--- src/hdl/dsc_pkg.sv ---
/*
 * Field positions and sizes for the single-channel descriptor manager.
 * A block holds at most 16 descriptors; only the low 4 bits of the adjacent count are used.
 */
package dsc_pkg;

    // descriptor word and bus widths
    localparam int DSC_W       = 256;
    localparam int ADDR_W      = 64;
    localparam int ID_W        = 30;
    localparam int BODY_W      = 192;

    // magic check
    localparam int MAGIC_LSB   = 16;
    localparam int MAGIC_MSB   = 31;
    localparam logic [15:0] DSC_MAGIC = 16'had4b;

    // control bits of a descriptor
    localparam int STOP_BIT    = 0;
    localparam int ADJ_LSB     = 8;
    localparam int ADJ_W       = 6;

    // next block address, carried in the top 64 bits
    localparam int NEXT_LSB    = 192;

    // fetch sizing
    localparam int BEAT_BYTES  = 32;
    localparam int BLOCK_MAX   = 16;
    localparam int BEAT_W      = 4;

    // descriptor queue
    localparam int QUEUE_DEPTH = 32;
    localparam int QCNT_W      = 6;

endpackage
--- src/hdl/dsc_dispatch.sv ---
/*
 * Hands the queue head to the engine whenever the engine buffer is not full.
 * Outputs are combinational from the head; ids restart at 0 on every start.
 */
`timescale 1ns/10ps

module dsc_dispatch (
    input  logic                       clk,
    input  logic                       resetn,
    input  logic                       restart,
    input  logic [dsc_pkg::DSC_W-1:0]  head_data,
    input  logic                       head_valid,
    input  logic                       eng_buf_full,
    output logic                       pop,
    output logic                       eng_write,
    output logic [dsc_pkg::BODY_W-1:0] eng_dsc_body,
    output logic [dsc_pkg::ID_W-1:0]   eng_dsc_id,
    output logic                       channel_done
);

    logic [dsc_pkg::ID_W-1:0] id_cnt;

    // engine takes the descriptor in the write cycle
    assign eng_write    = head_valid & ~eng_buf_full;
    assign pop          = eng_write;
    assign eng_dsc_body = head_data[dsc_pkg::BODY_W-1:0];
    assign eng_dsc_id   = id_cnt;
    assign channel_done = eng_write & head_data[dsc_pkg::STOP_BIT];

    always_ff @(posedge clk or negedge resetn) begin
        if (!resetn) begin
            id_cnt <= '0;
        end else if (restart) begin
            id_cnt <= '0;
        end else if (eng_write) begin
            id_cnt <= id_cnt + 1'b1;
        end
    end

endmodule

--- config.mk ---
export PLATFORM = sky130hd
export DESIGN_NAME = dsc_dispatch
export DESIGN_NICKNAME = d
export VERILOG_FILES = /design/src/hdl/dsc_pkg.sv /design/src/hdl/dsc_dispatch.sv
export SDC_FILE = /design/constraint.sdc
export NUM_CORES = 1
export LEC_CHECK = 0
export BUFFER_PORTS_ARGS = -buffer_cell sky130_fd_sc_hd__buf_2
export CORE_AREA = 2 2 186 188
export CTS_BUF_LIST = sky130_fd_sc_hd__clkbuf_8
export CTS_CLUSTER_SIZE = 8
export DETAILED_ROUTE_END_ITERATION = 7
export DIE_AREA = 0 0 188 190
export GPL_TIMING_DRIVEN = 0
export SETUP_SLACK_MARGIN = 0.1
export SLEW_MARGIN = 20
export SYNTH_ARGS = -nofsm -noshare
export SYNTH_HDL_FRONTEND = slang
export SYNTH_SLANG_ARGS = --single-unit
export TNS_END_PERCENT = 30
--- constraint.sdc ---
create_clock -name clk -period 2.5 [get_ports clk]
set_input_delay 0.25 -clock clk [delete_from_list [all_inputs] [get_ports clk]]
set_output_delay 0.25 -clock clk [all_outputs]
set_load 0.1 [all_outputs]
==> metrics.csv <==
metric,value,unit
status,"finished, final reports clean",
Area Overhead vs Synth,59.38,%
cell count after synthesis,361,
Tightest Hold Check Type,primary input to asynchronous set/reset pin,
Design Power,2.659,mW
core area,33950,um^2
"Avg Cell Area, Syn",8.516,um^2
vias in the first global route,2619,
syn nets,623,
overall die height,190,um
HPWL after DPL,10.40,mm
Max Cap Viol,0,
startpoint types,flip-flop,
CTS Hold Buffers Added,0,
CTS H-Tree Depth,2,
die footprint,35720,um^2
CTS root buf,clkbuf_8,
sequential fraction of the synthesis area,0.2442,
CP Cell Sequence,"ha_1, and3_1, o21ai_1, buf_2, nor4_1, mux2_2",
Fin Hold WS,2.493,ps
final setup TNS,0,ps
ys async rst share,1.000,
GP Congestion,0.7226,
CP Class,flip-flop to flip-flop,
antenna cells,0,
CTS Buffer Depth,2,
WL/cell,11.17,um
DRT antenna net count,0,
initial core utilization,0.09056,
Final Net Count,859,
final number of setup-violating endpoints,0,
leakage,2.600,nW
drt pass-1 iters,4,
"Req. time, crit path",2670,ps
CTS sink cnt,30,
Final period util,0.8435,
first-pass GRT wire length,15.39,mm
Non-Filler Instances,1053,
worst-margin pin slew,687.4,ps
"top cells by count, synth","buf_4, dfrtp_1, nor2_1, a21oi_1",
I/O Pins,486,
RSZ-0062 raised after global routing,false,
synthesized flop and latch total,30,
DRC,0,
"slowest stage cell, crit path",dfrtp_1,
Yosys warnings,0,
max reg flops,30,
Post-Route WL,11.76,mm
CTS tree,yes,
synth unique cells,31,
"area leader, netlist",buf_4,
Via Count,3117,
Most used DFF post-synth,dfrtp_1,
vias per std cell,2.960,
Synth top area share,0.4713,
crit-path leading delay family,simple AND/OR/NAND/NOR gates,
total congestion overflow,0,
slowest cell delay on critical path,440,ps
Die W,188,um
crit path max fanout,10,
Tmin final,2109,ps
Arrival @ worst endpoint,2280,ps
Final Skew,6.843,ps
CP bufs+invs,1,
initial antenna violation count,1,
ratio of cells with drive above 1 in the final layout,0.7408,
post-CTS resize count,0,
r2r setup slk,390,ps
Post-synth EDFFs,0,
clk slew on worst S/H paths,70,ps
top-count cell post-synth,buf_4,
largest net degree at the start of global routing,31,
fin. max-slew vios,0,
Power Density,542.7,nW/um^2
final hold vios,0,
Synth Cell Area,3074,um^2
clk_lat worst skew,290,ps
clock buffer count from CTS,5,
Post CTS Setup Buffer Count,0,
Worst setup EP type,flip-flop,
Max VDD drop,0.0001612,V
Synth area leaders,"buf_4, dfrtp_1, xor2_1, a21oi_1, o31ai_1",
max_slew headroom,0.5387,
num rows,68,
initial detailed-routing violation count,66,
fmax,474.2,MHz
Post-Place Cells,1045,
# port buffers,229,
GRT Total Usage,0.05757,
==> power by group <==
part | total, mW | internal (mW) | switching, mW | leakage (nW)
Sequential | 0.490 | 0.487 | 0.00303 | 0.418
Clock | 0.492 | 0.293 | 0.199 | 0.0579
Combinational | 1.68 | 0.306 | 1.37 | 2.12
==> cell families (layout without fill, tap and decap cells) <==
group | Yosys count | in the layout | share of synthesized area
multiplexers | 6 | 6 | 0.02157
buffers and inverters | 209 | 446 | 0.4945
AND/OR/NAND/NOR | 68 | 68 | 0.1327
flip-flops | 30 | 30 | 0.2442
AO/OA/AOI/OAI | 37 | 37 | 0.07448
adder cells (fa/ha/maj) | 1 | 1 | 0.004069
XOR/XNOR | 10 | 10 | 0.02849
==> routing by layer <==
| metal | track usage | wire [um] | up-vias |
|---|---|---|---|
| li1 | - | - | 1483 |
| met1 | 0.05441 | 3648 | 1392 |
| met2 | 0.1076 | 6238 | 225 |
| met3 | 0.02656 | 1506 | 15 |
| met4 | 0.02302 | 349 | 2 |
| met5 | 0 | 13 | - |
==> cells in the final DEF, fill, tap and decap left out, types with 4 or more instances in the layout <==
cell type and count:
buf_2 232, buf_4 193, dfrtp_1 30, nor2_1 16
a21oi_1 14, o31ai_1 9, or4_1 9, xor2_1 9
nor2b_1 6, clkbuf_1 6, nand2_1 6, o21ai_0 5
or3_1 5, inv_1 5, nand4_1 5, nor4_1 5
mux2_2 5, clkbuf_8 5, o211ai_1 4, nand3_1 4
==> worst paths after layout <==
kind                                       startpoint                          to  cells after the start
max                         eng_dsc_id[0]$_DFFE_PN0P_  eng_dsc_id[24]$_DFFE_PN0P_                      6
min                                            resetn  eng_dsc_id[28]$_DFFE_PN0P_                      1
max reg2reg                 eng_dsc_id[0]$_DFFE_PN0P_  eng_dsc_id[24]$_DFFE_PN0P_                      6
min reg2reg                eng_dsc_id[28]$_DFFE_PN0P_  eng_dsc_id[28]$_DFFE_PN0P_                      2
max in group asynchronous                      resetn   eng_dsc_id[2]$_DFFE_PN0P_                      1
min in group clk                              restart  eng_dsc_id[29]$_DFFE_PN0P_                      3
==> per-stage QoR <==
stage	setup WS [ps]	area (um^2)	util
final	391.4	4900	0.1443
after global routing	237.3	4900	0.1443
after CTS	370.5	4900	0.1443
after detailed placement	399.9	4791	0.1411
after global placement	423.4	4791	0.1411
after floorplan	14.83	3075	-
==> worst register-to-register path, delay by kind of cell, from the launching register on <==
family / cells / cell delay, ps
and+or+nand+nor: 2 / 550
adders and majority gates: 1 / 190
AOI/OAI and AO/OA: 1 / 190
buffers and inverters: 1 / 250
DFF: 1 / 440
muxes: 1 / 380
==> layout make-up <==
cell class              count  area [um^2]
clock buffers               5        68.82
well taps                 455        569.3
flip-flops and latches     30        750.7
repair buffers            229         1146
multi-input cells         122        803.3
plain buffers             204         1503
inverters                   5        18.77
fillers                  3832        29050
clock inverters             3        40.04
Power figures use the tool's default switching activity.
