**src/hdl/dsc_pkg.sv**
```systemverilog
/*
 * Field positions and sizes for the single-channel descriptor manager.
 * A block holds at most 16 descriptors; only the low 4 bits of the adjacent count are used.
 */
package dsc_pkg;

    // descriptor word and bus widths
    localparam int DSC_W       = 256;
    localparam int ADDR_W      = 64;
    localparam int ID_W        = 30;
    localparam int BODY_W      = 192;

    // magic check
    localparam int MAGIC_LSB   = 16;
    localparam int MAGIC_MSB   = 31;
    localparam logic [15:0] DSC_MAGIC = 16'had4b;

    // control bits of a descriptor
    localparam int STOP_BIT    = 0;
    localparam int ADJ_LSB     = 8;
    localparam int ADJ_W       = 6;

    // next block address, carried in the top 64 bits
    localparam int NEXT_LSB    = 192;

    // fetch sizing
    localparam int BEAT_BYTES  = 32;
    localparam int BLOCK_MAX   = 16;
    localparam int BEAT_W      = 4;

    // descriptor queue
    localparam int QUEUE_DEPTH = 32;
    localparam int QCNT_W      = 6;

endpackage
```
**src/hdl/dsc_decode.sv**
```systemverilog
/*
 * Checks the magic of each returned descriptor; pushes are one cycle behind the read data.
 * Chain fields come from the last beat of a block even when its magic is bad.
 */
`timescale 1ns/10ps

module dsc_decode (
    input  logic                       clk,
    input  logic                       resetn,
    input  logic                       rd_data_valid,
    input  logic [dsc_pkg::DSC_W-1:0]  rd_data,
    input  logic                       rd_data_last,
    output logic                       push,
    output logic [dsc_pkg::DSC_W-1:0]  push_data,
    output logic                       block_end,
    output logic [dsc_pkg::ADDR_W-1:0] chain_addr,
    output logic [dsc_pkg::ADJ_W-1:0]  chain_adj,
    output logic                       chain_stop
);

    logic                      beat_valid_q;
    logic                      beat_last_q;
    logic [dsc_pkg::DSC_W-1:0] beat_q;
    logic                      magic_ok;
    logic                      stop_acc;

    always_ff @(posedge clk or negedge resetn) begin
        if (!resetn) begin
            beat_valid_q <= 1'b0;
            beat_last_q  <= 1'b0;
        end else begin
            beat_valid_q <= rd_data_valid;
            beat_last_q  <= rd_data_valid & rd_data_last;
        end
    end

    always_ff @(posedge clk) begin
        if (rd_data_valid) begin
            beat_q <= rd_data;
        end
    end

    assign magic_ok  = beat_q[dsc_pkg::MAGIC_MSB:dsc_pkg::MAGIC_LSB] == dsc_pkg::DSC_MAGIC;
    assign push      = beat_valid_q & magic_ok;
    assign push_data = beat_q;

    // stop seen on any valid descriptor of the current block
    always_ff @(posedge clk or negedge resetn) begin
        if (!resetn) begin
            stop_acc <= 1'b0;
        end else if (block_end) begin
            stop_acc <= 1'b0;
        end else if (push && beat_q[dsc_pkg::STOP_BIT]) begin
            stop_acc <= 1'b1;
        end
    end

    assign block_end  = beat_valid_q & beat_last_q;
    assign chain_addr = beat_q[dsc_pkg::NEXT_LSB +: dsc_pkg::ADDR_W];
    assign chain_adj  = beat_q[dsc_pkg::ADJ_LSB +: dsc_pkg::ADJ_W];
    assign chain_stop = stop_acc | (push & beat_q[dsc_pkg::STOP_BIT]);

endmodule

```
**config.mk**
```make
export PLATFORM = sky130hd
export DESIGN_NAME = dsc_decode
export DESIGN_NICKNAME = d
export VERILOG_FILES = /design/src/hdl/dsc_pkg.sv /design/src/hdl/dsc_decode.sv
export SDC_FILE = /design/constraint.sdc
export NUM_CORES = 1
export LEC_CHECK = 0
export ABC_AREA = 1
export BUFFER_PORTS_ARGS = -buffer_cell sky130_fd_sc_hd__buf_4
export CORE_AREA = 2 2 228 230
export CTS_BUF_LIST = sky130_fd_sc_hd__clkbuf_2
export DETAILED_ROUTE_END_ITERATION = 10
export DIE_AREA = 0 0 230 232
export SKIP_LAST_GASP = 1
export SLEW_MARGIN = 0
export SYNTH_ARGS = -nofsm -noshare
export SYNTH_HDL_FRONTEND = slang
export SYNTH_SLANG_ARGS = --single-unit
```
**constraint.sdc**
```tcl
create_clock -name clk -period 2.3 [get_ports clk]
set_input_delay 0.46 -clock clk [delete_from_list [all_inputs] [get_ports clk]]
set_output_delay 0.46 -clock clk [all_outputs]
set_load 0.005 [all_outputs]
```
==> results of run 1 <==
[through the flow]
step	utilization [%]	setup WS (ns)	instance area (sq um)
2_1_floorplan	-	0.935	8450
3_3_place_gp	26.4	0.751	13400
3_5_place_dp	26.4	0.726	13400
[cell families after synthesis]
kind of cell           synth area share [%]
and+or+nand+nor                        1.36
AOI/OAI and AO/OA                     0.104
buffers and inverters                  6.66
DFF                                    91.9
==> results.yml, run 1 <==
status:
  status: "stopped before the end"
  failing_step: "clock tree synthesis"
  tool.error: "[ERROR RSZ-0060] Max buffer count reached."
clock_network:
  cts_resized: 4
  postCtsSetupBuffers: 3
  h-tree-depth: 3
  cts_buffers: 69
  clock-sinks: 259
  clock-root-buffer: "clkbuf_2"
  holdBufCountCts: 341
  cts_max_path_buffers: 3
floorplanning:
  die_h_um: 232
  fp-row-count: 83
  pin_count: 589
  start_util_pct: 16.6
  die_w_um: 230
synth:
  async_reset_ff_share_pct: 1.16
  netlist_instances: 360
  ys_seq_elements: 259
  yosys.area.top_type: "edfxtp_1"
  yosysMostFrequentCell: "edfxtp_1"
  synth_cell_type_count: 14
  yosys-top-cells-area: "edfxtp_1, buf_4, dfrtp_1, inv_1, nand2_1"
  ys_warn_count: 0
  synth_top_area_share_pct: 91.0
  syn_area_sq_um: 8450
  synth_fp_nets: 620
  ys.flop_type: "edfxtp_1"
  syn_area_per_cell_sq_um: 23.5
  ys_seq_area_share_pct: 91.9
  ys_top_cells_by_count: "edfxtp_1, buf_4, inv_1"
  synth_edf_count: 256
placed_design:
  dp.cells: 1581
  dp_hpwl_um: 20800
  gp_congestion: 0.824
  io_buffers: 588
==> run 2, diff against run 1 <==
--- a/config.mk
+++ b/config.mk
@@ -7,10 +7,10 @@
 export LEC_CHECK = 0
 export ABC_AREA = 1
 export BUFFER_PORTS_ARGS = -buffer_cell sky130_fd_sc_hd__buf_4
-export CORE_AREA = 2 2 228 230
-export CTS_BUF_LIST = sky130_fd_sc_hd__clkbuf_2
+export CORE_AREA = 2 2 230 232
 export DETAILED_ROUTE_END_ITERATION = 10
-export DIE_AREA = 0 0 230 232
+export DIE_AREA = 0 0 232 234
+export PLACE_DENSITY_LB_ADDON = 0.15
 export SKIP_LAST_GASP = 1
 export SLEW_MARGIN = 0
 export SYNTH_ARGS = -nofsm -noshare
==> results.yml, run 2 <==
synth:
  synth_top_area_share_pct: 91.0
  syn_area_per_cell_sq_um: 23.5
  ys_top_cells_by_count: "edfxtp_1, buf_4, inv_1"
  synth_fp_nets: 620
  async_reset_ff_share_pct: 1.16
  ys_seq_elements: 259
  synth_edf_count: 256
  yosysMostFrequentCell: "edfxtp_1"
  ys_seq_area_share_pct: 91.9
  yosys-top-cells-area: "edfxtp_1, buf_4, dfrtp_1, inv_1, nand2_1"
  synth_cell_type_count: 14
  netlist_instances: 360
  ys.flop_type: "edfxtp_1"
  ys_warn_count: 0
  syn_area_sq_um: 8450
  yosys.area.top_type: "edfxtp_1"
placed_design:
  dp.cells: 1576
  dp_hpwl_um: 21400
  io_buffers: 588
  gp_congestion: 0.730
  pre_cts_slack_ns: 0.705
setup_path:
  r2r-start: "push_data[20]"
  critPathKind: "flip-flop to primary output"
  arrival_ns: 1.64
  timing.critical_path.fanout_max: 2
  crit_required_ns: 1.84
  cp-end-kind: "primary output"
  cp_slowest_stage_delay_ns: 0.39
  crit_start: "push_data[20]"
  path_cells: "nor2_1 -> nand3_1 -> nor2_2 -> inv_1 -> nor3_2 -> buf_4"
  cp_slowest_cell: "edfxtp_1"
  critPathLaunchType: "flip-flop"
grt:
  grt_max_degree: 51
  grt_pass1_wl_um: 36300
  antenna_found_initial: 1
  grt_pass1_vias: 5462
  overflow: 0
  grt_use_total_pct: 9.35
run:
  max-cap-violations: 0
cells_and_area:
  final_cells: 1640
  nNetsFinal: 1185
  final_cell_mix: "buf_4, edfxtp_1, clkbuf_16, inv_1, clkinv_1"
  layout_commonest_cell: "buf_4"
  largest_reg_flops: 256
  area_growth_pct: 70.6
  drive_gt1_share_pct: 68.7
floorplanning:
  pin_count: 589
  die_w_um: 232
  die_h_um: 234
  fp-row-count: 84
  core_area_sq_um: 52000
  start_util_pct: 16.2
  dieArea_sq_um: 54300
clock_network:
  h-tree-depth: 2
  cts_max_path_buffers: 3
  clk_pin_slew_ns: 0.06
  cts_tree: "done"
  clock-root-buffer: "clkbuf_16"
  cts_buffers: 34
  cts_resized: 0
  clock-sinks: 259
  clk_latency_ns: 0.51
  postCtsSetupBuffers: 0
status:
  status: "finished clean"
sta:
  slew_violations: 0
  fin_skew_ns: 0.00155
  finalSetupTns_ns: 0
  hold_violations: 0
  fmax_mhz: 475
  fin_hold_ws_ns: 0.113
  rsz0062_at_grt: "no"
  max_slew_margin_pct: 74.6
  worst_pin_slew_ns: 0.381
  fin_crit_sh_pct: 91.5
  setup_viol: 0
  finalWorstSetupSlack_ns: 0.195
  finalCriticalPeriod_ns: 2.10
drt:
  drt-pass1-iter-count: 4
  drt_iter0_markers: 168
  wl_um: 27400
  wl_met2_um: 14700
  wl_met1_um: 8780
  ant_nets: 0
  num_vias: 5351
  routed_via_density: 3.26
  drc: 0
  wl_per_cell_um: 16.7
  top_layer_used: "met4"
  wl_met3_um: 3200
worst_hold_path:
  min-delay-start: "rd_data[233]"
  min_path_type: "input port to flip-flop"
power_and_ir_drop:
  p_per_area_nw_per_um2: 842
  ir_drop_mv: 0.447
  power.leakage_nw: 6.07
==> run 2: cell counts after synthesis <==
Identical to the previous run, type by type.
==> run 2: through the flow <==
stage,instance area [sq um],total power [mW],utilization (%)
after global routing,14400,12.7,27.7
after floorplan,8450,6.04,-
final,14400,12.1,27.7
after detailed placement,13300,7.15,25.6
after CTS,14400,12.4,27.7
after global placement,13300,7.16,25.6
==> run 2: what timing repair did <==
action,CTS,global route
hold buffers,1,0
endpoints found under the setup margin,0,0
endpoints found under the hold margin,3,0
==> run 2: layer usage <==
metal	vias up	track usage, %
met5	-	0
met4	0	3.87
met3	46	4.55
met2	336	17.0
met1	2534	8.98
li1	2435	-
==> run 2: where the power goes <==
group	switching [mW]	leakage (nW)	internal (mW)
Combinational	0.437	2.98	0.808
Clock	2.00	0.536	3.13
Sequential	0.152	2.54	5.61
Total	2.59	6.07	9.55
==> run 2: area by class of cell <==
cell class | instances | area, sq um
inverter | 10 | 37.5
multi-input combinational | 21 | 124
clock inverter | 21 | 153
timing repair buffer | 599 | 4530
sequential | 259 | 7760
clock buffer | 41 | 941
tap | 688 | 861
antenna | 1 | 2.50
fill | 5295 | 37600
==> run 2: path summary, 6_finish.rpt <==
| check | cells after the start | endpoint | slack (ns) |
|---|---|---|---|
| setup reg to reg | 5 | stop_acc | 1.27 |
| hold / removal | 1 | push_data[233] | 0.11 |
| max in group asynchronous | 2 | stop_acc | 1.92 |
| hold reg to reg | 2 | stop_acc | 0.53 |
| min in group asynchronous | 2 | beat_last_q | 0.28 |
| setup / recovery | 6 | push | 0.20 |
==> run 2: logic make-up (layout without fill, tap and decap cells) <==
logic type	after synthesis	in the layout	synth area share [%]
compound gates	1	1	0.104
buf+inv	80	671	6.66
flops	259	259	91.9
other cells	0	1	0
simple gates	20	20	1.36
==> run 2: critical path: cells and delay by family (launching register included) <==
kind                   cells  cell delay [ns]
buffers and inverters      2             0.21
flip-flops                 1             0.39
AND/OR/NAND/NOR            4             0.54
(Power assumes the default switching activity.)
==> run 3, diff against run 2 <==
--- a/config.mk
+++ b/config.mk
@@ -5,11 +5,11 @@
 export SDC_FILE = /design/constraint.sdc
 export NUM_CORES = 1
 export LEC_CHECK = 0
-export ABC_AREA = 1
+export ABC_AREA = 0
 export BUFFER_PORTS_ARGS = -buffer_cell sky130_fd_sc_hd__buf_4
-export CORE_AREA = 2 2 230 232
+export CORE_AREA = 2 2 229 231
 export DETAILED_ROUTE_END_ITERATION = 10
-export DIE_AREA = 0 0 232 234
+export DIE_AREA = 0 0 231 233
 export PLACE_DENSITY_LB_ADDON = 0.15
 export SKIP_LAST_GASP = 1
 export SLEW_MARGIN = 0
==> results.yml, run 3 <==
grt:
  grt_use_total_pct: 9.23
  overflow: 0
  grt_pass1_vias: 5392
  grt_pass1_wl_um: 36500
  antenna_found_initial: 1
  grt_max_degree: 55
synth:
  synth_fp_nets: 603
  ys_warn_count: 0
  synth_edf_count: 256
  yosys.area.top_type: "edfxtp_1"
  netlist_instances: 343
  yosys-top-cells-area: "edfxtp_1, buf_4, dfrtp_1, o32ai_2, nor4b_2"
  ys_top_cells_by_count: "edfxtp_1, buf_4, dfrtp_1, inv_1, nand2_1"
  async_reset_ff_share_pct: 1.16
  synth_cell_type_count: 14
  synth_top_area_share_pct: 91.6
  ys_seq_elements: 259
  ys_seq_area_share_pct: 92.5
  yosysMostFrequentCell: "edfxtp_1"
  syn_area_per_cell_sq_um: 24.5
  ys.flop_type: "edfxtp_1"
  syn_area_sq_um: 8390
placed_design:
  io_buffers: 588
  dp_hpwl_um: 21400
  placed_cell_area_sq_um: 13300
  pre_cts_slack_ns: 0.492
  gp_congestion: 0.720
worst_hold_path:
  whs_path_depth: 1
  min_path_type: "input port to flip-flop"
  min-delay-start: "rd_data[213]"
  hold-path-endpoint: "push_data[213]"
setup_path:
  worst-path-buf-inv: 1
  ff2ff_path_depth: 5
  r2r_end: "stop_acc"
  crit_required_ns: 1.84
  critPathKind: "flip-flop to primary output"
  crit_family: "simple AND/OR/NAND/NOR gates"
  crit_start: "push_data[18]"
  cp_slowest_stage_delay_ns: 0.39
  critPathLaunchType: "flip-flop"
  r2r-start: "push_data[18]"
  reg2reg_slack_ns: 0.78
  timing.critical_path.fanout_max: 3
  path_cells: "nor4b_2 -> nand4_1 -> o31ai_2 -> buf_4"
  arrival_ns: 1.83
  cp_slowest_cell: "edfxtp_1"
  cp-end-kind: "primary output"
cells_and_area:
  area_growth_pct: 70.1
  final_cell_mix: "buf_4, edfxtp_1, clkbuf_16, clkbuf_1, clkinv_2"
  nNetsFinal: 1169
  largest_reg_flops: 256
  drive_gt1_share_pct: 69.7
  stdcell_area_sq_um: 14300
  layout_commonest_cell: "buf_4"
power_and_ir_drop:
  ir_drop_mv: 0.562
  netSwitchingPower_mw: 2.43
  p_per_area_nw_per_um2: 816
  power.leakage_nw: 5.98
  pwr-share-comb_pct: 10.7
  switching_share_pct: 20.9
  clkPwrFrac_pct: 39.8
  p_seq_share_pct: 49.5
  internal_power_mw: 9.22
  total_power_mw: 11.6
clock_network:
  cts_max_path_buffers: 3
  clk_latency_ns: 0.56
  cts_tree: "done"
  h-tree-depth: 1
  clk_pin_slew_ns: 0.06
  clock-sinks: 259
  clock-root-buffer: "clkbuf_16"
  cts_buffers: 30
drt:
  num_vias: 5261
  routed_via_density: 3.26
  ant_nets: 0
  wl_per_cell_um: 16.8
  wl_met3_um: 2920
  drt-pass1-iter-count: 4
  wl_um: 27100
  wl_met1_um: 9410
  wl_met2_um: 13900
  drc: 0
  top_layer_used: "met4"
  drt_iter0_markers: 138
sta:
  hold_violations: 0
  setup_viol: 0
  finalSetupTns_ns: 0
  slew_violations: 0
  max_slew_margin_pct: 70.2
  finalCriticalPeriod_ns: 2.29
  fin_skew_ns: 0.00290
  fmax_mhz: 437
  fin_crit_sh_pct: 99.5
  worst_pin_slew_ns: 0.447
  rsz0062_at_grt: "yes"
  finalWorstSetupSlack_ns: 0.0116
floorplanning:
  dieArea_sq_um: 53800
  die_h_um: 233
  core_area_sq_um: 51100
  die_w_um: 231
  fp-row-count: 83
  pin_count: 589
  start_util_pct: 16.4
run:
  max-cap-violations: 0
status:
  status: "finished clean"
## run 3: layout make-up
cell class | count | area (sq um)
well taps | 680 | 851
diodes | 1 | 2.50
fillers | 5243 | 36800
multi-input cells | 11 | 98.8
clock buffers | 43 | 861
inverters | 3 | 11.3
flip-flops and latches | 259 | 7760
clock inverters | 13 | 109
repair buffers | 604 | 4580
## run 3: worst max path at each step
stage                 end  slack (ns)  cells after the start
6_report       chain_stop        0.01                      4
3_3_place_gp   chain_stop        0.49                      4
2_1_floorplan  chain_stop        0.75                      3
4_1_cts        chain_stop       -0.06                      4
3_5_place_dp   chain_stop        0.49                      4
5_1_grt        chain_stop       -0.15                      4
## run 3: routing by layer
metal	track usage, %	vias up
met5	0	-
li1	-	2390
met1	9.86	2497
met2	16.2	330
met4	2.94	0
met3	4.14	44
## run 3: power groups by stage
stage | Clock [mW] | Sequential (mW) | Combinational, mW
4_1_cts | 4.85 | 5.78 | 1.28
6_report | 4.64 | 5.77 | 1.24
5_1_grt | 5.01 | 5.80 | 1.34
2_1_floorplan | 0 | 5.88 | 0.152
3_5_place_dp | 0 | 5.87 | 1.28
3_3_place_gp | 0 | 5.87 | 1.29
## run 3: repair_timing
item	4_1_cts	5_1_grt
hold endpoints to repair	3	0
buffers inserted	1	1
setup endpoints to repair	1	2
pin swaps	2	1
gates resized for setup	1	0
hold buffers	1	0
## run 3: worst reg2reg max path: cells and delay by family (launching register included)
kind	cells	cell delay, ns
flops	1	0.39
buf+inv	2	0.31
compound gates	1	0.23
simple gates	2	0.50
## run 3: cells by family (layout without fill, tap and decap cells)
| logic type | Yosys count | after routing | synth area share [%] |
|---|---|---|---|
| compound gates | 2 | 2 | 0.283 |
| buf+inv | 73 | 663 | 6.40 |
| flops | 259 | 259 | 92.5 |
| other cells | 0 | 1 | 0 |
| simple gates | 9 | 9 | 0.835 |
## run 3: per-stage QoR
stage	util [%]	instances	hold WS (ns)
4_1_cts	27.9	1612	0.0241
3_3_place_gp	26.0	1554	0.262
5_1_grt	27.9	1613	0.0293
6_report	27.9	1614	0.0694
2_1_floorplan	-	343	0.164
3_5_place_dp	26.0	1554	0.260
