<file path="config.mk">
export PLATFORM = sky130hd
export DESIGN_NAME = dsc_fetch
export DESIGN_NICKNAME = d
export VERILOG_FILES = /design/src/hdl/dsc_pkg.sv /design/src/hdl/dsc_fetch.sv
export SDC_FILE = /design/constraint.sdc
export NUM_CORES = 1
export LEC_CHECK = 0
export BUFFER_PORTS_ARGS = -buffer_cell sky130_fd_sc_hd__buf_2
export CAP_MARGIN = 20
export CORE_UTILIZATION = 30
export DETAILED_ROUTE_END_ITERATION = 8
export PLACE_DENSITY = 0.54
export SLEW_MARGIN = 20
export SYNTH_ARGS = -nofsm -noshare
export SYNTH_HDL_FRONTEND = slang
export SYNTH_SLANG_ARGS = --single-unit
export TNS_END_PERCENT = 30
</file>
<file path="constraint.sdc">
create_clock -name clk -period 4.9 [get_ports clk]
set_input_delay 0.245 -clock clk [delete_from_list [all_inputs] [get_ports clk]]
set_output_delay 0.245 -clock clk [all_outputs]
set_load 0.05 [all_outputs]
</file>
<file path="src/hdl/dsc_pkg.sv">
/*
 * Field positions and sizes for the single-channel descriptor manager.
 * A block holds at most 16 descriptors; only the low 4 bits of the adjacent count are used.
 */
package dsc_pkg;

    // descriptor word and bus widths
    localparam int DSC_W       = 256;
    localparam int ADDR_W      = 64;
    localparam int ID_W        = 30;
    localparam int BODY_W      = 192;

    // magic check
    localparam int MAGIC_LSB   = 16;
    localparam int MAGIC_MSB   = 31;
    localparam logic [15:0] DSC_MAGIC = 16'had4b;

    // control bits of a descriptor
    localparam int STOP_BIT    = 0;
    localparam int ADJ_LSB     = 8;
    localparam int ADJ_W       = 6;

    // next block address, carried in the top 64 bits
    localparam int NEXT_LSB    = 192;

    // fetch sizing
    localparam int BEAT_BYTES  = 32;
    localparam int BLOCK_MAX   = 16;
    localparam int BEAT_W      = 4;

    // descriptor queue
    localparam int QUEUE_DEPTH = 32;
    localparam int QCNT_W      = 6;

endpackage
</file>
<file path="src/hdl/dsc_fetch.sv">
/*
 * Read sequencer for descriptor blocks. A new start edge is only safe with no read in flight.
 * One beat per descriptor; blocks are requested only when the queue can take the whole block.
 */
`timescale 1ns/10ps

module dsc_fetch (
    input  logic                       clk,
    input  logic                       resetn,
    input  logic                       start,
    input  logic [dsc_pkg::ADDR_W-1:0] init_addr,
    input  logic [dsc_pkg::ADJ_W-1:0]  init_size,
    input  logic                       rd_ready,
    input  logic                       block_end,
    input  logic [dsc_pkg::ADDR_W-1:0] chain_addr,
    input  logic [dsc_pkg::ADJ_W-1:0]  chain_adj,
    input  logic                       chain_stop,
    input  logic [dsc_pkg::QCNT_W-1:0] free_count,
    output logic                       rd_valid,
    output logic [dsc_pkg::ADDR_W-1:0] rd_addr,
    output logic                       rd_first,
    output logic                       rd_last,
    output logic                       restart
);

    logic                                start_q;
    logic [dsc_pkg::ADDR_W-1:0]          base_addr;
    logic [dsc_pkg::ADJ_W-1:0]           adj_cnt;
    logic                                stopped;
    logic                                waiting;
    logic [dsc_pkg::BEAT_W-1:0]          beat_cnt;
    logic [$clog2(dsc_pkg::BLOCK_MAX):0] need;
    logic                                request;
    logic                                beat_done;

    assign restart = start & ~start_q;

    // slots needed for the next block
    assign need    = {1'b0, adj_cnt[dsc_pkg::BEAT_W-1:0]} + 1'b1;
    assign request = ~waiting & ~stopped & start_q &
                     (free_count >= dsc_pkg::QCNT_W'(need));

    assign rd_addr   = base_addr + dsc_pkg::ADDR_W'(beat_cnt) *
                       dsc_pkg::ADDR_W'(dsc_pkg::BEAT_BYTES);
    assign rd_first  = rd_valid & (beat_cnt == '0);
    assign rd_last   = rd_valid & (beat_cnt == adj_cnt[dsc_pkg::BEAT_W-1:0]);
    assign beat_done = rd_valid & rd_ready;

    always_ff @(posedge clk or negedge resetn) begin
        if (!resetn) begin
            start_q <= 1'b0;
        end else begin
            start_q <= start;
        end
    end

    // chain state reloaded on start and at every block end
    always_ff @(posedge clk or negedge resetn) begin
        if (!resetn) begin
            base_addr <= '0;
            adj_cnt   <= '0;
            stopped   <= 1'b0;
            waiting   <= 1'b0;
        end else if (restart) begin
            base_addr <= init_addr;
            adj_cnt   <= init_size;
            stopped   <= 1'b0;
            waiting   <= 1'b0;
        end else if (block_end) begin
            base_addr <= chain_addr;
            adj_cnt   <= chain_adj;
            stopped   <= chain_stop;
            waiting   <= 1'b0;
        end else if (request) begin
            waiting   <= 1'b1;
        end
    end

    always_ff @(posedge clk or negedge resetn) begin
        if (!resetn) begin
            rd_valid <= 1'b0;
            beat_cnt <= '0;
        end else if (restart) begin
            rd_valid <= 1'b0;
            beat_cnt <= '0;
        end else if (request) begin
            rd_valid <= 1'b1;
            beat_cnt <= '0;
        end else if (beat_done) begin
            if (rd_last) begin
                rd_valid <= 1'b0;
            end else begin
                beat_cnt <= beat_cnt + 1'b1;
            end
        end
    end

endmodule

</file>
==> metrics, run 1 <==
status finished, violations left; violated checks negative hold slack; Seq/Total Area, Yosys 36.6%; Setup Buffers After CTS 0; post-synthesis compound-gate area fraction 8.65%; sequential share of power 36.5%; via count 4752; Finished Layout Cells 1004; All-Layer GR Usage 17.9%; Setup-failing EPs final 0; Clock Pin Slew Worst Setup and Hold Paths 60 ps; initial antenna violation count 2; clock root buffer clkbuf_16; Pint 1.35 mW; post-synthesis adder-cell area fraction 3.28%; Clock power frac 31.4%; Slew HR 44.9%; CTS tree yes; Max Cap Viol 0; Post-Synthesis Cell Area 5190 um2; Synth Warn # 0; Simple-Gate Fraction of Synth Area 23.1%; RD Place Congestion 0.752; drt drc 0; I/O Pins 220; worst hold slack -66.7 ps; cts hold-fix bufs 0; Post-Route WL 15500 um; largest net degree at the start of global routing 95; largest family of logic cells by synthesized area simple AND/OR/NAND/NOR gates; RSZ-0062 raised after global routing false; Vias/cell 4.73; WP data arrival 3420 ps; xor/xnor share of the synthesized area 11.0%; Final HPWL DP 11600 um; Syn Nets 744; worst-margin pin slew 826 ps; critical path type flip-flop to output pin; CTS sink count 76; mux cell area share after synthesis 13.5%; clk buf depth 2; highest routed layer met4; WL/cell 15.4 um; fraction of registers with async set or reset after synthesis 100%; Pleak 3.25 nW; full die area 17800 um2; DP Worst Slack 1520 ps; layout overhead on the synthesized area 30.0%; First DRT Iteration DRCs 205; crit end category output pin; post-route setup TNS 0 ps; final worst setup slack 1240 ps; Area after DPL 6430 um2; Port Buffers 215; Most used DFF post-synth dfrtp_1; Switching Share 39.3%; Gate power share 32.1%; Clk Latency, worst-skew pair 340 ps; Num CTS Buffers 9; fin crit period 3670 ps; first-pass GRT wire length 24800 um; Worst VDD drop 0.213 mV; share of layout cells above drive strength 1 32.6%; FP Rows 47; Tightest Hold Check Type input port to async pin; met2 routed WL 7470 um; wire length on met1 7010 um; CTS H-tree lvls 3; die width 134 um; Net Sw Power 0.873 mW; Placed Cells 986; post-route cell area 6750 um2; grt total ovfl 0; Worst Path Max Fanout 9; Worst setup SP type flip-flop; Core ar. 16800 um2; starting density of the core 31.0%; Mean Syn Cell Area 8.97 um2; clock skew 6.95 ps; post-route ant nets 0; vias in the first global route 4723; first-pass iteration count of the detailed router 4; fin crit share 74.8%; most frequent cells in the layout buf_2, nand2_1, dfrtp_1; count of cell types in the netlist 43; CTS resizes 0; Post-Synthesis Cells 579; fmax 273 MHz; DIE HEIGHT 134 um; PwrDens 329 nW/um2; WL met3 769 um; max-slew violations 0; Fin. Hold Viols 76; Post-synth EDFFs 0; fin nets 942; required time worst endpoint 4660 ps; Synth Register Bits 76; commonest non-fill, non-tap cell in the layout buf_2
[Yosys cell counts (2+ instances only)]
cell type / instances / area, um2
and2_1: 2 / 12.5
inv_1: 18 / 67.6
nand4_4: 3 / 63.8
nor4_1: 4 / 25.0
and3_1: 7 / 43.8
and3_2: 2 / 15.0
nand2b_1: 4 / 25.0
nor2_1: 28 / 105
dfrtp_1: 76 / 1900
nand3_1: 24 / 120
nor4_2: 7 / 87.6
nor2b_1: 2 / 12.5
a211oi_1: 2 / 15.0
mux2i_1: 70 / 701
nand4_1: 18 / 113
nor3_1: 14 / 70.1
xor2_1: 36 / 315
a21oi_1: 3 / 15.0
clkbuf_1: 23 / 86.3
nand2_1: 96 / 360
o21ai_0: 70 / 350
a21o_1: 2 / 15.0
buf_4: 5 / 37.5
xnor2_1: 29 / 254
ha_1: 12 / 150
nand3_2: 3 / 30.0
and4_1: 3 / 26.3
[cells by family (layout without fill, tap and decap cells)]
logic type	after synthesis	count (layout)
AO/OA/AOI/OAI	82	82
XOR/XNOR	65	65
adder cells (fa/ha/maj)	13	13
buffers and inverters	48	251
flip-flops	76	76
multiplexers	70	70
other	0	2
AND/OR/NAND/NOR	225	225
[area by class of cell]
class / instances / area (um2)
fill: 1755 / 10000
multi-input combinational: 455 / 3090
sequential: 76 / 1900
timing repair buffer: 217 / 1100
tap: 220 / 275
clock buffer: 11 / 253
inverter: 18 / 70.1
clock inverter: 5 / 58.8
antenna: 2 / 5.00
[state kept, by name (all words and copies together) (netlist names)]
signal / cells
adj_cnt: 4
waiting: 1
base_addr: 64
rd_valid: 1
beat_cnt: 4
stopped: 1
start_q: 1
[power groups by stage]
stage | logic [mW] | registers, mW | clock network, mW
after floorplan | 0.530 | 0.793 | 0
after global placement | 0.717 | 0.821 | 0
after detailed placement | 0.718 | 0.822 | 0
after CTS | 0.722 | 0.812 | 0.719
after global routing | 0.772 | 0.827 | 0.744
final | 0.714 | 0.810 | 0.698
[worst paths after layout]
kind / depth (start not counted) / endpoint / slack [ps] / from
worst max-delay path: 9 / rd_addr[33] / 1240 / beat_cnt[0]
worst min-delay path: 1 / base_addr[2] / -70 / resetn
worst max register to register: 8 / beat_cnt[1] / 2730 / adj_cnt[2]
worst min register to register: 2 / waiting / 540 / waiting
max in group asynchronous: 1 / base_addr[26] / 4480 / resetn
min in group clk: 1 / start_q / 30 / start
[layer usage]
metal	vias up	GRT usage, %
met5	-	0
met4	0	6.00
met3	13	4.22
met2	121	29.4
met1	2201	23.1
li1	2417	-
[worst max-delay path, cell delays in order, from the launching register on]
cell      delay, ps
dfrtp_1         480
ha_1            220
inv_1            60
fa_1            390
nand2b_1        210
a21oi_1         510
nand4_2         430
nor3_1          310
xor2_1          190
buf_2           280
[through the flow]
stage               util [%]  total power, mW
floorplan                  -             1.32
CTS                     40.2             2.25
finish                  40.3             2.22
detailed placement      38.4             1.54
global placement        38.4             1.54
global route            40.3             2.34
Power figures use the tool's default switching activity.
==> inputs of run 2 (changes only) <==
PLACE_DENSITY = 0.56   (was 0.54)
clock period = 2.9 ns   (was 4.9 ns; I/O delays follow)
==> run 2 against run 1 <==
Against the previous run:
- combinational power increased by 86%
- the run now ends clean
- die area stayed put
- final cell count rose by 4.5%
- register-to-register slack worse by 2100 ps
- global-route usage up 0.27 points
- cell area grew 12%
- setup slack worse by 1200 ps
==> metrics, run 2 (same netlist as run 1, synthesis figures left out) <==
Vias/cell 4.79; worst-margin pin slew 763 ps; FF-to-FF Start adj_cnt[2]; status finished, final reports clean; Core ar. 16800 um2; Critical Path End rd_addr[57]; fin crit share 98.2%; Max Cap Viol 0; R2R cell count 8; first-pass GRT wire length 25400 um; via count 5023; post-route ant nets 0; fin crit period 2850 ps; Clk Latency, worst-skew pair 340 ps; final worst setup slack 52.4 ps; share of layout cells above drive strength 1 35.7%; number of flip-flops in the largest register 64; CTS sink count 76; RD Place Congestion 0.781; first-pass iteration count of the detailed router 4; grt total ovfl 0; Worst Path Max Fanout 6; WP data arrival 2700 ps; I/O Pins 220; FF-to-FF setup slack 680 ps; Area after DPL 6550 um2; post-route cell area 7560 um2; max-slew violations 0; FP Rows 47; drt drc 0; Largest regs base_addr: 64 flops, adj_cnt: 4 flops, beat_cnt: 4 flops; PwrDens 511 nW/um2; DIE HEIGHT 134 um; Worst Setup SP beat_cnt[0]; FF-to-FF End beat_cnt[2]; Worst VDD drop 0.347 mV; clk buf depth 2; most flop-heavy register base_addr; Num CTS Buffers 9; vias in the first global route 4858; Setup-failing EPs final 0; initial antenna violation count 1; Post-Route WL 16300 um; RSZ-0062 raised after global routing true; DP Worst Slack 153 ps; Pleak 3.65 nW; die width 134 um; crit end category output pin; CTS H-tree lvls 3; All-Layer GR Usage 18.2%; number of fill cells in the layout 1694; Port Buffers 215; full die area 17800 um2; Slew HR 49.1%; Clock Pin Slew Worst Setup and Hold Paths 60 ps; layout overhead on the synthesized area 45.7%; commonest non-fill, non-tap cell in the layout buf_2; critical path type flip-flop to output pin; Tightest Hold Check Type input port to flip-flop; required time worst endpoint 2760 ps; largest net degree at the start of global routing 77; most frequent cells in the layout buf_2, nand2_1, dfrtp_1; CTS tree yes; Final HPWL DP 11800 um; starting density of the core 31.0%; First DRT Iteration DRCs 216; WL/cell 15.6 um; fin nets 988; Fin. Hold Viols 0; fmax 351 MHz; clock skew 5.37 ps; clock root buffer clkbuf_16; Worst setup SP type flip-flop
## run 2: cell types whose count changed in the layout (fill, tap and decap cells not counted), sizes merged
cell | previous run | this run
clkbuf | 11 | 20
clkinv | 1 | 2
clkinvlp | 2 | 3
buf | 217 | 222
inv | 19 | 17
diode | 2 | 1
nand4 | 22 | 23
dlygate4sd3 | 0 | 31
## run 2: layout make-up
class                           count  area, um2  share of cell area (%)
Clock inverter                      5       61.3                   0.811
Tap cell                          220        275                    3.64
Multi-Input combinational cell    456       3360                    44.4
Antenna cell                        1       2.50                  0.0331
Clock buffer                       11        243                    3.21
Sequential cell                    76       1900                    25.2
Timing Repair Buffer              262       1650                    21.8
Inverter                           18       68.8                   0.910
## run 2: worst min-delay path by stage
stage | startpoint | end | cells after the start
2_1_floorplan | resetn | adj_cnt[0] | 0
3_3_place_gp | start | start_q | 1
3_5_place_dp | start | start_q | 1
4_1_cts | init_addr[7] | base_addr[7] | 3
5_1_grt | init_addr[62] | base_addr[62] | 3
6_report | init_addr[35] | base_addr[35] | 3
## run 2: what timing repair did
action / in CTS / in global routing
gates cloned: 0 / 1
buffers inserted: 0 / 7
endpoints found under the setup margin: 17 / 35
hold endpoints to repair: 30 / 76
hold buffers: 30 / 1
pin swaps: 5 / 13
gates resized for setup: 25 / 50
## run 2: report_power, final
| group | internal (mW) | total, mW | switching [mW] |
|---|---|---|---|
| sequential | 1.19 | 1.37 | 0.183 |
| combinational | 0.461 | 1.33 | 0.869 |
| clock | 0.692 | 1.17 | 0.475 |
| total | 2.34 | 3.87 | 1.53 |
## run 2: critical path, cell delays in order (launching register included)
cell and delay (ps):
dfrtp_1 360, ha_2 200, inv_2 40, fa_2 340
nand2b_4 180, a21oi_2 140, buf_6 160, nand4_4 170
buf_12 220, nor3_4 170, xor2_1 160, buf_4 220
## run 2: routing by layer
layer,global-route usage (%),routed length [um],vias to the layer above
li1,-,-,2515
met1,23.2,7320,2336
met2,29.1,7710,138
met3,4.03,709,34
met4,8.78,604,0
met5,0,0,-
## run 2: per-stage QoR
stage / setup TNS (ps) / utilization (%) / hold slack [ps] / power (mW) / instances
2_1_floorplan: -757 / - / -151 / 2.24 / 579
3_3_place_gp: 0 / 39.1 / 269 / 2.62 / 993
3_5_place_dp: 0 / 39.1 / 275 / 2.63 / 993
4_1_cts: 0 / 43.4 / 0.470 / 3.87 / 1039
5_1_grt: -389 / 45.1 / 9.52 / 4.08 / 1049
6_report: 0 / 45.1 / 8.62 / 3.87 / 1049
==> inputs of run 3 (changes only) <==
CAP_MARGIN = 5   (was 20)
REMOVE_ABC_BUFFERS = 1   (was unset)
==> run 3 against run 2 <==
Against the previous run:
- maximum frequency barely moved
- non-clock buffer count rose by 10
- setup slack got worse by 1.6 ps
- cell area barely moved
- final cell count rose by 0.86%
- power rose by 2.0%
- wire length fell by 3.6%
- sequential cell count did not move
- global-route usage fell by 0.23 points
- clock skew rose by 1.5 ps
- core utilization barely moved
- sequential share of layout area barely moved
- highest routed layer unchanged
==> metrics, run 3 (same netlist as run 1, synthesis figures left out) <==
post-route ant nets 0; R2R cell count 8; vias in the first global route 4998; Core ar. 16800 um2; worst hold path depth 3; Vias/cell 4.70; critical path type flip-flop to output pin; clock root buffer clkbuf_16; Clock power frac 31.6%; PwrDens 521 nW/um2; CTS sink count 76; FF-to-FF setup slack 750 ps; CTS H-tree lvls 3; Area after DPL 6530 um2; All-Layer GR Usage 18.0%; most frequent cells in the layout buf_2, nand2_1, dfrtp_1; WP data arrival 2700 ps; Post-Route WL 15800 um; Placed Cells 996; Worst setup SP type flip-flop; fin crit share 98.2%; Worst VDD drop 0.323 mV; Clk Latency, worst-skew pair 340 ps; fin crit period 2850 ps; WL/cell 14.9 um; fmax 351 MHz; Largest regs base_addr: 64 flops, adj_cnt: 4 flops, beat_cnt: 4 flops; grt total ovfl 0; max-slew violations 0; Num CTS Buffers 9; Pint 2.44 mW; worst hold slack 11.8 ps; FF-to-FF End beat_cnt[0]; first-pass iteration count of the detailed router 4; hold_sp init_addr[46]; slowest stage delay, CP 350 ps; drt drc 0; Finished Layout Cells 1058; DIE HEIGHT 134 um; Slew HR 50.6%; Fin. Hold Viols 0; starting density of the core 31.0%; share of layout cells above drive strength 1 34.7%; Port Buffers 215; largest net degree at the start of global routing 77; via count 4976; CP Cell Sequence ha_2 > inv_2 > fa_2 > nand2b_4 > a211oi_4 > nand4_4 > nor4_4 > xor2_1 > buf_4; die width 134 um; Final HPWL DP 11400 um; I/O Pins 220; Setup-failing EPs final 0; Switching Share 38.2%; initial antenna violation count 0; worst-margin pin slew 742 ps; First DRT Iteration DRCs 158; ant diodes 0; status finished, final reports clean; first-pass GRT wire length 25200 um; RD Place Congestion 0.776; most flop-heavy register base_addr; required time worst endpoint 2760 ps; CTS tree yes; post-route cell area 7570 um2; sequential share of power 34.4%; FF-to-FF Start adj_cnt[0]; full die area 17800 um2; Hold Path Sink base_addr[46]; number of flip-flops in the largest register 64; fin nets 998; Pleak 3.64 nW; Max Cap Viol 0; Gate power share 34.0%; RSZ-0062 raised after global routing true; FP Rows 47; Worst Path Max Fanout 6; Tightest Hold Check Type input port to flip-flop; post-layout util 45.2%; clk buf depth 2; Slowest cell on crit path dfrtp_1; Net Sw Power 1.51 mW; layout overhead on the synthesized area 45.8%; clock skew 6.82 ps; commonest non-fill, non-tap cell in the layout buf_2; crit end category output pin; Clock Pin Slew Worst Setup and Hold Paths 60 ps
run 3: cell types whose count changed in the layout (fill, tap and decap cells not counted), sizes merged, moves of 2 or more:
cell,previous run,this run
clkbuf,20,13
dlygate4sd3,31,37
clkinvlp,3,1
buf,222,233
run 3: worst max-delay path, delay by kind of cell, from the launching register on:
family	cells	cell delay, ps
AND/OR/NAND/NOR	3	720
adder cells (fa/ha/maj)	2	540
flip-flops	1	350
buffers and inverters	2	270
AO/OA/AOI/OAI	1	270
XOR/XNOR	1	210
run 3: layout make-up:
class / count / area, um2
sequential: 76 / 1900
clock inverter: 5 / 85.1
clock buffer: 11 / 243
multi-input combinational: 456 / 3280
timing repair buffer: 272 / 1710
inverter: 18 / 70.1
tap: 220 / 275
fill: 1688 / 9190
run 3: layer usage:
| metal | global-route usage, % | up-vias | wire length (um) |
|---|---|---|---|
| li1 | - | 2529 | - |
| met3 | 5.10 | 11 | 807 |
| met2 | 30.4 | 130 | 7490 |
| met4 | 3.79 | 0 | 148 |
| met1 | 22.7 | 2306 | 7320 |
| met5 | 0 | - | 0 |
run 3: worst max path at each step:
| stage | startpoint | endpoint | slack, ps | cells after the start |
|---|---|---|---|---|
| 6_report | base_addr[5] | rd_addr[49] | 50 | 9 |
| 5_1_grt | beat_cnt[0] | rd_addr[49] | -100 | 9 |
| 4_1_cts | beat_cnt[0] | rd_addr[49] | -50 | 9 |
| 3_5_place_dp | base_addr[5] | rd_addr[33] | 40 | 10 |
| 3_3_place_gp | base_addr[5] | rd_addr[39] | 100 | 10 |
| 2_1_floorplan | beat_cnt[0] | rd_addr[33] | -140 | 8 |
run 3: stage by stage:
step,setup TNS (ps),power (mW),worst slack [ps]
after floorplan,-8250,2.20,-135
after global placement,0,2.61,95.3
after detailed placement,0,2.62,43.7
after CTS,-163,3.97,-46.6
after global routing,-231,4.16,-95.6
final,0,3.94,50.8
run 3: what timing repair did:
| action | 4_1_cts | 5_1_grt |
|---|---|---|
| setup buffers | 3 | 5 |
| hold buffers | 36 | 1 |
| endpoints found under the hold margin | 36 | 76 |
| endpoints found under the setup margin | 25 | 37 |
| pin swaps | 3 | 9 |
| resized for setup | 33 | 24 |
| cloned | 0 | 1 |
run 3: power by group through the flow:
stage	Combinational (mW)	Clock [mW]	Sequential (mW)
after floorplan	0.823	0	1.38
after global placement	1.24	0	1.37
after detailed placement	1.24	0	1.38
after CTS	1.32	1.29	1.36
after global routing	1.45	1.33	1.38
final	1.34	1.25	1.36
